File: config.mk
export PLATFORM = sky130hd
export DESIGN_NAME = fc_top
export DESIGN_NICKNAME = d
export VERILOG_FILES = /design/src/fc_pkg.sv /design/src/fc_feeder.sv /design/src/fc_mult.sv /design/src/fc_pe.sv /design/src/fc_drain.sv /design/src/fc_top.sv
export VERILOG_INCLUDE_DIRS = /design/src /design/src/include
export SDC_FILE = /design/constraint.sdc
export NUM_CORES = 2
export LEC_CHECK = 0
export BUFFER_PORTS_ARGS = -buffer_cell sky130_fd_sc_hd__buf_2
export CORE_ASPECT_RATIO = 0.7
export CORE_MARGIN = 1
export CORE_UTILIZATION = 65
export CTS_CLUSTER_DIAMETER = 100
export CTS_CLUSTER_SIZE = 20
export DETAILED_ROUTE_END_ITERATION = 10
export HOLD_SLACK_MARGIN = 0.02
export PLACE_DENSITY = 0.82
export SETUP_SLACK_MARGIN = 0.05
export SYNTH_ARGS = -nofsm -noshare
export SYNTH_HDL_FRONTEND = slang
export SYNTH_SLANG_ARGS = --single-unit
File: constraint.sdc
create_clock -name clk -period 8 [get_ports clk]
set_input_delay 0.8 -clock clk [delete_from_list [all_inputs] [get_ports clk]]
set_output_delay 0.8 -clock clk [all_outputs]
set_load 0.02 [all_outputs]
File: src/include/fc_cfg.svh
`ifndef FC_CFG_SVH
`define FC_CFG_SVH

////////////////////
// array shape

`define FC_LANES    4   // lanes, also outputs per run
`define FC_DATA_W   8   // int8 feature, weight and output
`define FC_PROD_W   16  // signed 8x8 product
`define FC_ACC_W    28  // accumulator and bias-added sum

////////////////////
// buffers

`define FC_DEPTH    64
`define FC_ADDR_W   6
`define FC_LEN_W    7   // holds 1 to 64

////////////////////
// requantization and pipeline

`define FC_QSHIFT   6   // output = sum >> 6
`define FC_QTOP     12  // any set bit above this saturates to 127
`define FC_MUL_LAT  3   // multiplier stages

`endif

File: src/fc_pkg.sv
`include "fc_cfg.svh"

package fc_pkg;

  // one int8 value
  typedef logic signed [`FC_DATA_W-1:0] data_t;

  // four int8 values, lane j in bits 8j+7:8j
  typedef logic [`FC_LANES*`FC_DATA_W-1:0] word_t;

  typedef logic signed [`FC_PROD_W-1:0] prod_t;
  typedef logic signed [`FC_ACC_W-1:0]  acc_t;

  typedef logic [`FC_ADDR_W-1:0] addr_t;
  typedef logic [`FC_LEN_W-1:0]  len_t;

  // run sequencer
  typedef enum logic {
    FEED_IDLE,
    FEED_RUN
  } feed_state_t;

endpackage

File: src/fc_feeder.sv
`timescale 1ns/1ns
`include "fc_cfg.svh"

module fc_feeder (
  input  logic          clk,
  input  logic          rstn,
  input  logic          feat_we,
  input  fc_pkg::addr_t feat_addr,
  input  fc_pkg::data_t feat_data,
  input  logic          w_we,
  input  fc_pkg::addr_t w_addr,
  input  fc_pkg::word_t w_data,
  input  logic          start,
  input  fc_pkg::len_t  feat_len,
  output logic          ready,
  output fc_pkg::data_t feat,
  output logic          valid,
  output logic          first,
  output logic          last,
  output fc_pkg::word_t lane_w
);
  import fc_pkg::*;

  data_t       feat_mem [`FC_DEPTH];
  word_t       w_mem [`FC_DEPTH];
  feed_state_t state;
  addr_t       idx;       // read index of the current run
  len_t        len_q;
  word_t       w_q;       // weight word read with the feature
  data_t       lane_w_a [`FC_LANES];
  logic        issue;
  logic        at_end;

  assign issue  = (state == FEED_RUN);
  assign at_end = (len_t'(idx) == len_q - len_t'(1));
  assign ready  = (state == FEED_IDLE);

  ////////////////////
  // run sequencer

  always_ff @(posedge clk) begin
    if (!rstn) begin
      state <= FEED_IDLE;
      idx   <= '0;
      len_q <= '0;
      valid <= 1'b0;
      first <= 1'b0;
      last  <= 1'b0;
    end else begin
      case (state)
        FEED_IDLE: begin
          if (start) begin
            state <= FEED_RUN;
            idx   <= '0;
            len_q <= feat_len;
          end
        end
        FEED_RUN: begin
          if (at_end) state <= FEED_IDLE;
          else        idx   <= idx + addr_t'(1);
        end
        default: state <= FEED_IDLE;
      endcase
      // flags line up with the registered read data
      valid <= issue;
      first <= issue && (idx == '0);
      last  <= issue && at_end;
    end
  end

  ////////////////////
  // buffers

  always_ff @(posedge clk) begin
    if (feat_we) feat_mem[feat_addr] <= feat_data;
    if (w_we)    w_mem[w_addr]       <= w_data;
    feat <= feat_mem[idx];  // synchronous read
    w_q  <= w_mem[idx];
  end

  // lane j weight waits j cycles for the feature to walk the chain
  for (genvar j = 0; j < `FC_LANES; j++) begin : g_skew
    if (j == 0) begin : g_direct
      assign lane_w_a[j] = w_q[`FC_DATA_W-1:0];
    end else begin : g_delay
      data_t pipe [j];
      always_ff @(posedge clk) begin
        pipe[0] <= w_q[j*`FC_DATA_W +: `FC_DATA_W];
        for (int k = 1; k < j; k++) begin
          pipe[k] <= pipe[k-1];
        end
      end
      assign lane_w_a[j] = pipe[j-1];
    end
  end

  always_comb begin
    for (int j = 0; j < `FC_LANES; j++) begin
      lane_w[j*`FC_DATA_W +: `FC_DATA_W] = lane_w_a[j];
    end
  end

  // buffers must stay still while a run reads them
  a_no_write_in_run: assert property (
    @(posedge clk) disable iff (!rstn)
    (state == FEED_RUN) |-> !(feat_we || w_we)
  );

endmodule

File: src/fc_mult.sv
`timescale 1ns/1ns
`include "fc_cfg.svh"

module fc_mult (
  input  logic          clk,
  input  logic          rstn,
  input  fc_pkg::data_t a,
  input  fc_pkg::data_t b,
  output fc_pkg::prod_t p
);
  import fc_pkg::*;

  localparam int NPAIR = `FC_DATA_W / 2;

  logic [`FC_DATA_W-1:0]   a_mag;
  logic [`FC_DATA_W-1:0]   b_mag;
  logic [`FC_DATA_W-1:0]   pp_q [`FC_DATA_W];   // gated partial products
  logic [`FC_DATA_W+1:0]   pair_q [NPAIR];
  logic [`FC_PROD_W-1:0]   mag_sum;
  logic                    sign_s1;
  logic                    sign_s2;

  // -128 becomes 8'h80, still exact as unsigned
  assign a_mag = a[`FC_DATA_W-1] ? `FC_DATA_W'(-a) : `FC_DATA_W'(a);
  assign b_mag = b[`FC_DATA_W-1] ? `FC_DATA_W'(-b) : `FC_DATA_W'(b);

  ////////////////////
  // stage 1 partial products

  always_ff @(posedge clk) begin
    for (int i = 0; i < `FC_DATA_W; i++) begin
      pp_q[i] <= b_mag[i] ? a_mag : '0;
    end
  end

  ////////////////////
  // stage 2 pair sums

  always_ff @(posedge clk) begin
    for (int k = 0; k < NPAIR; k++) begin
      pair_q[k] <= (`FC_DATA_W+2)'(pp_q[2*k]) + ((`FC_DATA_W+2)'(pp_q[2*k+1]) << 1);
    end
  end

  ////////////////////
  // stage 3 final sum and sign fix

  always_comb begin
    mag_sum = '0;
    for (int k = 0; k < NPAIR; k++) begin
      mag_sum = mag_sum + (`FC_PROD_W'(pair_q[k]) << (2*k));
    end
  end

  always_ff @(posedge clk) begin
    p <= sign_s2 ? prod_t'(-mag_sum) : prod_t'(mag_sum);
  end

  // sign rides along with stages 1 and 2
  always_ff @(posedge clk) begin
    if (!rstn) begin
      sign_s1 <= 1'b0;
      sign_s2 <= 1'b0;
    end else begin
      sign_s1 <= a[`FC_DATA_W-1] ^ b[`FC_DATA_W-1];
      sign_s2 <= sign_s1;
    end
  end

endmodule

File: src/fc_pe.sv
`timescale 1ns/1ns
`include "fc_cfg.svh"

module fc_pe (
  input  logic          clk,
  input  logic          rstn,
  input  fc_pkg::data_t feat_in,
  input  logic          valid_in,
  input  logic          first_in,
  input  logic          last_in,
  input  fc_pkg::data_t weight,
  output fc_pkg::data_t feat_out,
  output logic          valid_out,
  output logic          first_out,
  output logic          last_out,
  output fc_pkg::acc_t  acc,
  output logic          acc_valid
);
  import fc_pkg::*;

  localparam int LAT = `FC_MUL_LAT;

  prod_t          prod;
  logic [LAT-1:0] v_d;   // flags delayed alongside the multiplier
  logic [LAT-1:0] f_d;
  logic [LAT-1:0] l_d;

  fc_mult u_mult (
    .clk  (clk),
    .rstn (rstn),
    .a    (feat_in),
    .b    (weight),
    .p    (prod)
  );

  always_ff @(posedge clk) begin
    if (!rstn) begin
      valid_out <= 1'b0;
      first_out <= 1'b0;
      last_out  <= 1'b0;
      v_d       <= '0;
      f_d       <= '0;
      l_d       <= '0;
      acc_valid <= 1'b0;
    end else begin
      valid_out <= valid_in;  // one stage to the next lane
      first_out <= first_in;
      last_out  <= last_in;
      v_d       <= {v_d[LAT-2:0], valid_in};
      f_d       <= {f_d[LAT-2:0], first_in};
      l_d       <= {l_d[LAT-2:0], last_in};
      acc_valid <= v_d[LAT-1] && l_d[LAT-1];
    end
  end

  always_ff @(posedge clk) begin
    feat_out <= feat_in;
  end

  // first item of a run restarts the sum
  always_ff @(posedge clk) begin
    if (v_d[LAT-1]) begin
      acc <= f_d[LAT-1] ? acc_t'(prod) : acc + acc_t'(prod);
    end
  end

  a_flags_need_valid: assert property (
    @(posedge clk) disable iff (!rstn)
    (first_in || last_in) |-> valid_in
  );

endmodule

File: src/fc_drain.sv
`timescale 1ns/1ns
`include "fc_cfg.svh"

module fc_drain (
  input  logic                 clk,
  input  logic                 rstn,
  input  logic                 bias_we,
  input  fc_pkg::word_t        bias_data,
  input  fc_pkg::acc_t         lane_acc [`FC_LANES],
  input  logic [`FC_LANES-1:0] lane_done,
  output logic                 out_valid,
  output fc_pkg::word_t        out_data
);
  import fc_pkg::*;

  word_t bias_q;
  acc_t  aligned [`FC_LANES];  // lane sums of one run, lined up with lane 3
  data_t q_out [`FC_LANES];

  always_ff @(posedge clk) begin
    if (bias_we) bias_q <= bias_data;
  end

  for (genvar j = 0; j < `FC_LANES; j++) begin : g_lane
    localparam int DLY = `FC_LANES - 1 - j;
    acc_t  v;
    data_t b;

    ////////////////////
    // de-skew

    if (DLY == 0) begin : g_last
      assign aligned[j] = lane_acc[j];
    end else begin : g_hold
      acc_t hold [DLY];
      // later stages keep the value while the next run reloads stage 0
      always_ff @(posedge clk) begin
        if (lane_done[j]) hold[0] <= lane_acc[j];
        for (int k = 1; k < DLY; k++) begin
          hold[k] <= hold[k-1];
        end
      end
      assign aligned[j] = hold[DLY-1];
    end

    ////////////////////
    // bias, relu, saturate

    assign b = bias_q[j*`FC_DATA_W +: `FC_DATA_W];
    assign v = aligned[j] + acc_t'(b);

    always_comb begin
      if (v[`FC_ACC_W-1]) begin
        q_out[j] = '0;                           // relu
      end else if (|v[`FC_ACC_W-2:`FC_QTOP+1]) begin
        q_out[j] = data_t'(8'sd127);             // clamp
      end else begin
        q_out[j] = {1'b0, v[`FC_QTOP:`FC_QSHIFT]};
      end
    end

    if (j > 0) begin : g_order
      a_lane_order: assert property (
        @(posedge clk) disable iff (!rstn)
        lane_done[j] |-> $past(lane_done[j-1])
      );
    end
  end

  always_ff @(posedge clk) begin
    if (!rstn) out_valid <= 1'b0;
    else       out_valid <= lane_done[`FC_LANES-1];
  end

  always_ff @(posedge clk) begin
    if (lane_done[`FC_LANES-1]) begin
      for (int j = 0; j < `FC_LANES; j++) begin
        out_data[j*`FC_DATA_W +: `FC_DATA_W] <= q_out[j];
      end
    end
  end

endmodule

File: src/fc_top.sv
`timescale 1ns/1ns
`include "fc_cfg.svh"

module fc_top (
  input  logic          clk,
  input  logic          rstn,
  input  logic          feat_we,
  input  fc_pkg::addr_t feat_addr,
  input  fc_pkg::data_t feat_data,
  input  logic          w_we,
  input  fc_pkg::addr_t w_addr,
  input  fc_pkg::word_t w_data,
  input  logic          bias_we,
  input  fc_pkg::word_t bias_data,
  input  logic          start,
  input  fc_pkg::len_t  feat_len,
  output logic          ready,
  output logic          out_valid,
  output fc_pkg::word_t out_data
);
  import fc_pkg::*;

  // element j feeds lane j, the last one leaves the chain
  data_t                feat_c [`FC_LANES+1];
  logic [`FC_LANES:0]   valid_c;
  logic [`FC_LANES:0]   first_c;
  logic [`FC_LANES:0]   last_c;
  word_t                lane_w;
  acc_t                 lane_acc [`FC_LANES];
  logic [`FC_LANES-1:0] lane_done;

  fc_feeder u_feeder (
    .clk       (clk),
    .rstn      (rstn),
    .feat_we   (feat_we),
    .feat_addr (feat_addr),
    .feat_data (feat_data),
    .w_we      (w_we),
    .w_addr    (w_addr),
    .w_data    (w_data),
    .start     (start),
    .feat_len  (feat_len),
    .ready     (ready),
    .feat      (feat_c[0]),
    .valid     (valid_c[0]),
    .first     (first_c[0]),
    .last      (last_c[0]),
    .lane_w    (lane_w)
  );

  for (genvar j = 0; j < `FC_LANES; j++) begin : g_pe
    fc_pe u_pe (
      .clk       (clk),
      .rstn      (rstn),
      .feat_in   (feat_c[j]),
      .valid_in  (valid_c[j]),
      .first_in  (first_c[j]),
      .last_in   (last_c[j]),
      .weight    (lane_w[j*`FC_DATA_W +: `FC_DATA_W]),
      .feat_out  (feat_c[j+1]),
      .valid_out (valid_c[j+1]),
      .first_out (first_c[j+1]),
      .last_out  (last_c[j+1]),
      .acc       (lane_acc[j]),
      .acc_valid (lane_done[j])
    );
  end

  fc_drain u_drain (
    .clk       (clk),
    .rstn      (rstn),
    .bias_we   (bias_we),
    .bias_data (bias_data),
    .lane_acc  (lane_acc),
    .lane_done (lane_done),
    .out_valid (out_valid),
    .out_data  (out_data)
  );

endmodule

==> out/metrics.csv <==
stage,metric,value,unit
critical_path,crit_type,reg2reg,
critical_path,cp-start-kind,flop,
synth,synth_warnings,0,
critical_path,required,8730,ps
global_route,grt_first_pass_wirelength,520000,um
clocking,ctsLongestPathBuffers,4,
routing,wire_per_inst,31.0,um
floorplan,die_w,562,um
pwr,p_leak,51.3,nW
synth,synth-edff-count,2816,
final_layout,area_growth,7.20,%
sta,setup_viol,0,
floorplan,rows,143,
sta,rsz0062_at_grt,no,
final_layout,layout_commonest_cell,edfxtp_1,
clocking,cts_sinks,3540,
clocking,cts_buffers,203,
critical_path,arrival,5530,ps
synth,yosysSeqAreaShare,0.694,
sta,holdWs,126,ps
synth,syn_inst,8302,
final_layout,final_cell_mix,"edfxtp_1, mux4_2, dfxtp_1",
floorplan,core_area,218000,sq um
synth,async_flop_share,0,
pwr,vdd_drop_max,225,uV
final_layout,fin_nets,9045,
routing,antenna_left,0,
placement,dp_cells,11200,
sta,setup_slack,3200,ps
synth,syn_area,143000,sq um
sta,max_clock_freq,0.208,GHz
floorplan,dieHeight,394,um
global_route,overflow,0,
sta,hold_viol,0,
placement,place_hpwl,202000,um
sta,finClkSkew,101,ps
clocking,cts_tree,yes,
global_route,grt_pass1_vias,77700,
placement,gp_congestion,0.859,
floorplan,initial_utilization,0.656,
clocking,clk_pin_slew,90,ps
clocking,ctsHoldBuffers,0,
synth,synth-seq-cells,3540,
routing,firstDrtPassIters,8,
placement,place_ws,3240,ps
final_layout,fillers,12700,
sta,post-route-min-period,4800,ps
global_route,grt_use_total,0.323,
global_route,grt_max_degree,154,
final_layout,drive_above_1_share,0.159,
routing,initialDrtViolationCount,11200,
routing,routed-via-count,78700,
floorplan,ioPinCount,131,
pwr,total_power,37.5,mW
synth,syn_area_per_cell,17.2,sq um
routing,post_drt_via_cell_ratio,6.84,
clocking,insertion_delay,900,ps
sta,setup_tns,0,ps
sta,timing.final.crit_share,0.600,
sta,relSlewSlack,0.0813,
placement,io_buffers,126,
clocking,cts_root_buffer,clkbuf_16,
routing,route.detailed.drc,0,
clocking,cts_resized,0,
clocking,post_cts_buffers,0,
sta,tightest_slew,1380,ps
final_layout,final_cells,11500,
status,outcome,completed,
floorplan,dieArea,222000,sq um
min_path,worstHoldPathType,in2reg,
pwr,p_per_area,245,nW/um^2
critical_path,crit_path_end_kind,flop,
routing,drt-total-wl,357000,um
synth,synth_cell_type_count,88,
critical_path,cp_max_fo,3,
sta,slew_violations,0,
flow_run,drv_cap,0,
global_route,antenna_found_initial,47,
synth,synthFlopType,edfxtp_1,
clocking,htreeDepth,4,
[cells in the mapped netlist (all sizes together) (17+ instances only)]
| library cell | count | area [sq um] |
|---|---|---|
| edfxtp | 2816 | 84600 |
| mux4 | 774 | 17400 |
| dfxtp | 724 | 14500 |
| nor2 | 552 | 2070 |
| ha | 423 | 5290 |
| a21oi | 390 | 1960 |
| inv | 340 | 1280 |
| nand2 | 276 | 1040 |
| xnor2 | 252 | 2210 |
| o21ai | 229 | 1150 |
| clkbuf | 173 | 649 |
| xor2 | 170 | 1490 |
| a21o | 133 | 998 |
| buf | 100 | 443 |
| o21bai | 97 | 728 |
| mux2i | 81 | 811 |
| nand3 | 58 | 290 |
| nor2b | 58 | 363 |
| fa | 56 | 1120 |
| nor3 | 48 | 245 |
| o31ai | 48 | 379 |
| and2 | 43 | 269 |
| nand2b | 42 | 263 |
| mux2 | 33 | 372 |
| a211oi | 32 | 245 |
| or3 | 30 | 188 |
| and3 | 29 | 181 |
| nand4 | 28 | 175 |
| o21a | 23 | 173 |
| a31oi | 22 | 138 |
| o22ai | 21 | 131 |
| o221ai | 20 | 175 |
| o211ai | 19 | 143 |
| nor4 | 17 | 140 |
[stage by stage]
step | cell area, sq um | utilization
5_1_grt | 153000 | 0.703
3_3_place_gp | 147000 | 0.677
4_1_cts | 153000 | 0.703
2_1_floorplan | 143000 | -
3_5_place_dp | 147000 | 0.677
6_report | 153000 | 0.703
[per-layer routing]
metal,part of all wire,vias up,GRT usage,wire length (um)
met5,0.00073,-,0,259
met4,0.040,38,0.109,14100
met3,0.14,983,0.0981,48200
met2,0.46,5663,0.493,163000
met1,0.37,39500,0.448,131000
li1,-,32400,-,-
[worst paths after layout]
path / endpoint / slack, ps / from / depth (start not counted)
setup reg to reg: g_pe[0].u_pe.u_mult.p[15] / 3200 / g_pe[0].u_pe.u_mult.pair_q[1][0] / 15
hold reg to reg: u_feeder.g_skew[3].g_delay.pipe[0][10] / 270 / u_feeder.g_skew[3].g_delay.pipe[0][2] / 0
hold / removal: u_drain.bias_q[31] / 130 / bias_data[31] / 1
setup / recovery: g_pe[0].u_pe.u_mult.p[15] / 3200 / g_pe[0].u_pe.u_mult.pair_q[1][0] / 15
[cell type report]
type	count	area (sq um)	share of cell area
well taps	2900	3630	0.0237
flip-flops and latches	3540	99100	0.647
multi-input cells	4145	41900	0.273
repair buffers	232	1530	0.00997
inverters	347	1300	0.00851
clock buffers	316	5610	0.0366
diodes	17	42.5	0.000278
clock inverters	4	50.0	0.000327
[state kept, by name (all words and copies together), names as in the netlist, 32 cells and up]
register	flops
g_pe.u_pe.acc	112
g_pe.u_pe.u_mult.p	64
g_pe.u_pe.u_mult.pair_q	160
g_pe.u_pe.u_mult.pp_q	256
u_drain.bias_q	32
u_drain.g_lane.g_hold.hold	168
u_feeder.feat_mem	512
u_feeder.g_skew.g_delay.pipe	48
u_feeder.w_mem	2048
u_feeder.w_q	32
[critical path, stage by stage (launching register included)]
cell and delay (ps):
dfxtp_1 310, ha_1 220, fa_1 420, a21oi_1 160, nor2_1 60, nor2_1 200
xnor2_1 160, fa_1 440, inv_1 100, fa_1 440, or4_1 560, or4_1 570
or3_1 350, or3_1 340, o31ai_1 270, xnor2_1 110
[where the power goes]
| part | switching [mW] | internal (mW) |
|---|---|---|
| Sequential | 0.344 | 20.6 |
| Clock | 5.82 | 4.83 |
| Combinational | 3.41 | 2.56 |
| Total | 9.58 | 27.9 |
[logic make-up (layout without fill, tap and decap cells)]
| group | after synthesis | in the layout | share of synthesized area |
|---|---|---|---|
| flip-flops | 3540 | 3540 | 0.694 |
| AND/OR/NAND/NOR | 1241 | 1241 | 0.0400 |
| AO/OA/AOI/OAI | 1111 | 1111 | 0.0485 |
| multiplexers | 888 | 888 | 0.130 |
| buffers and inverters | 620 | 899 | 0.0168 |
| adder cells (fa/ha/maj) | 479 | 479 | 0.0449 |
| XOR/XNOR | 422 | 422 | 0.0259 |
| other | 1 | 21 | 0.0000263 |
(Power assumes the default switching activity.)
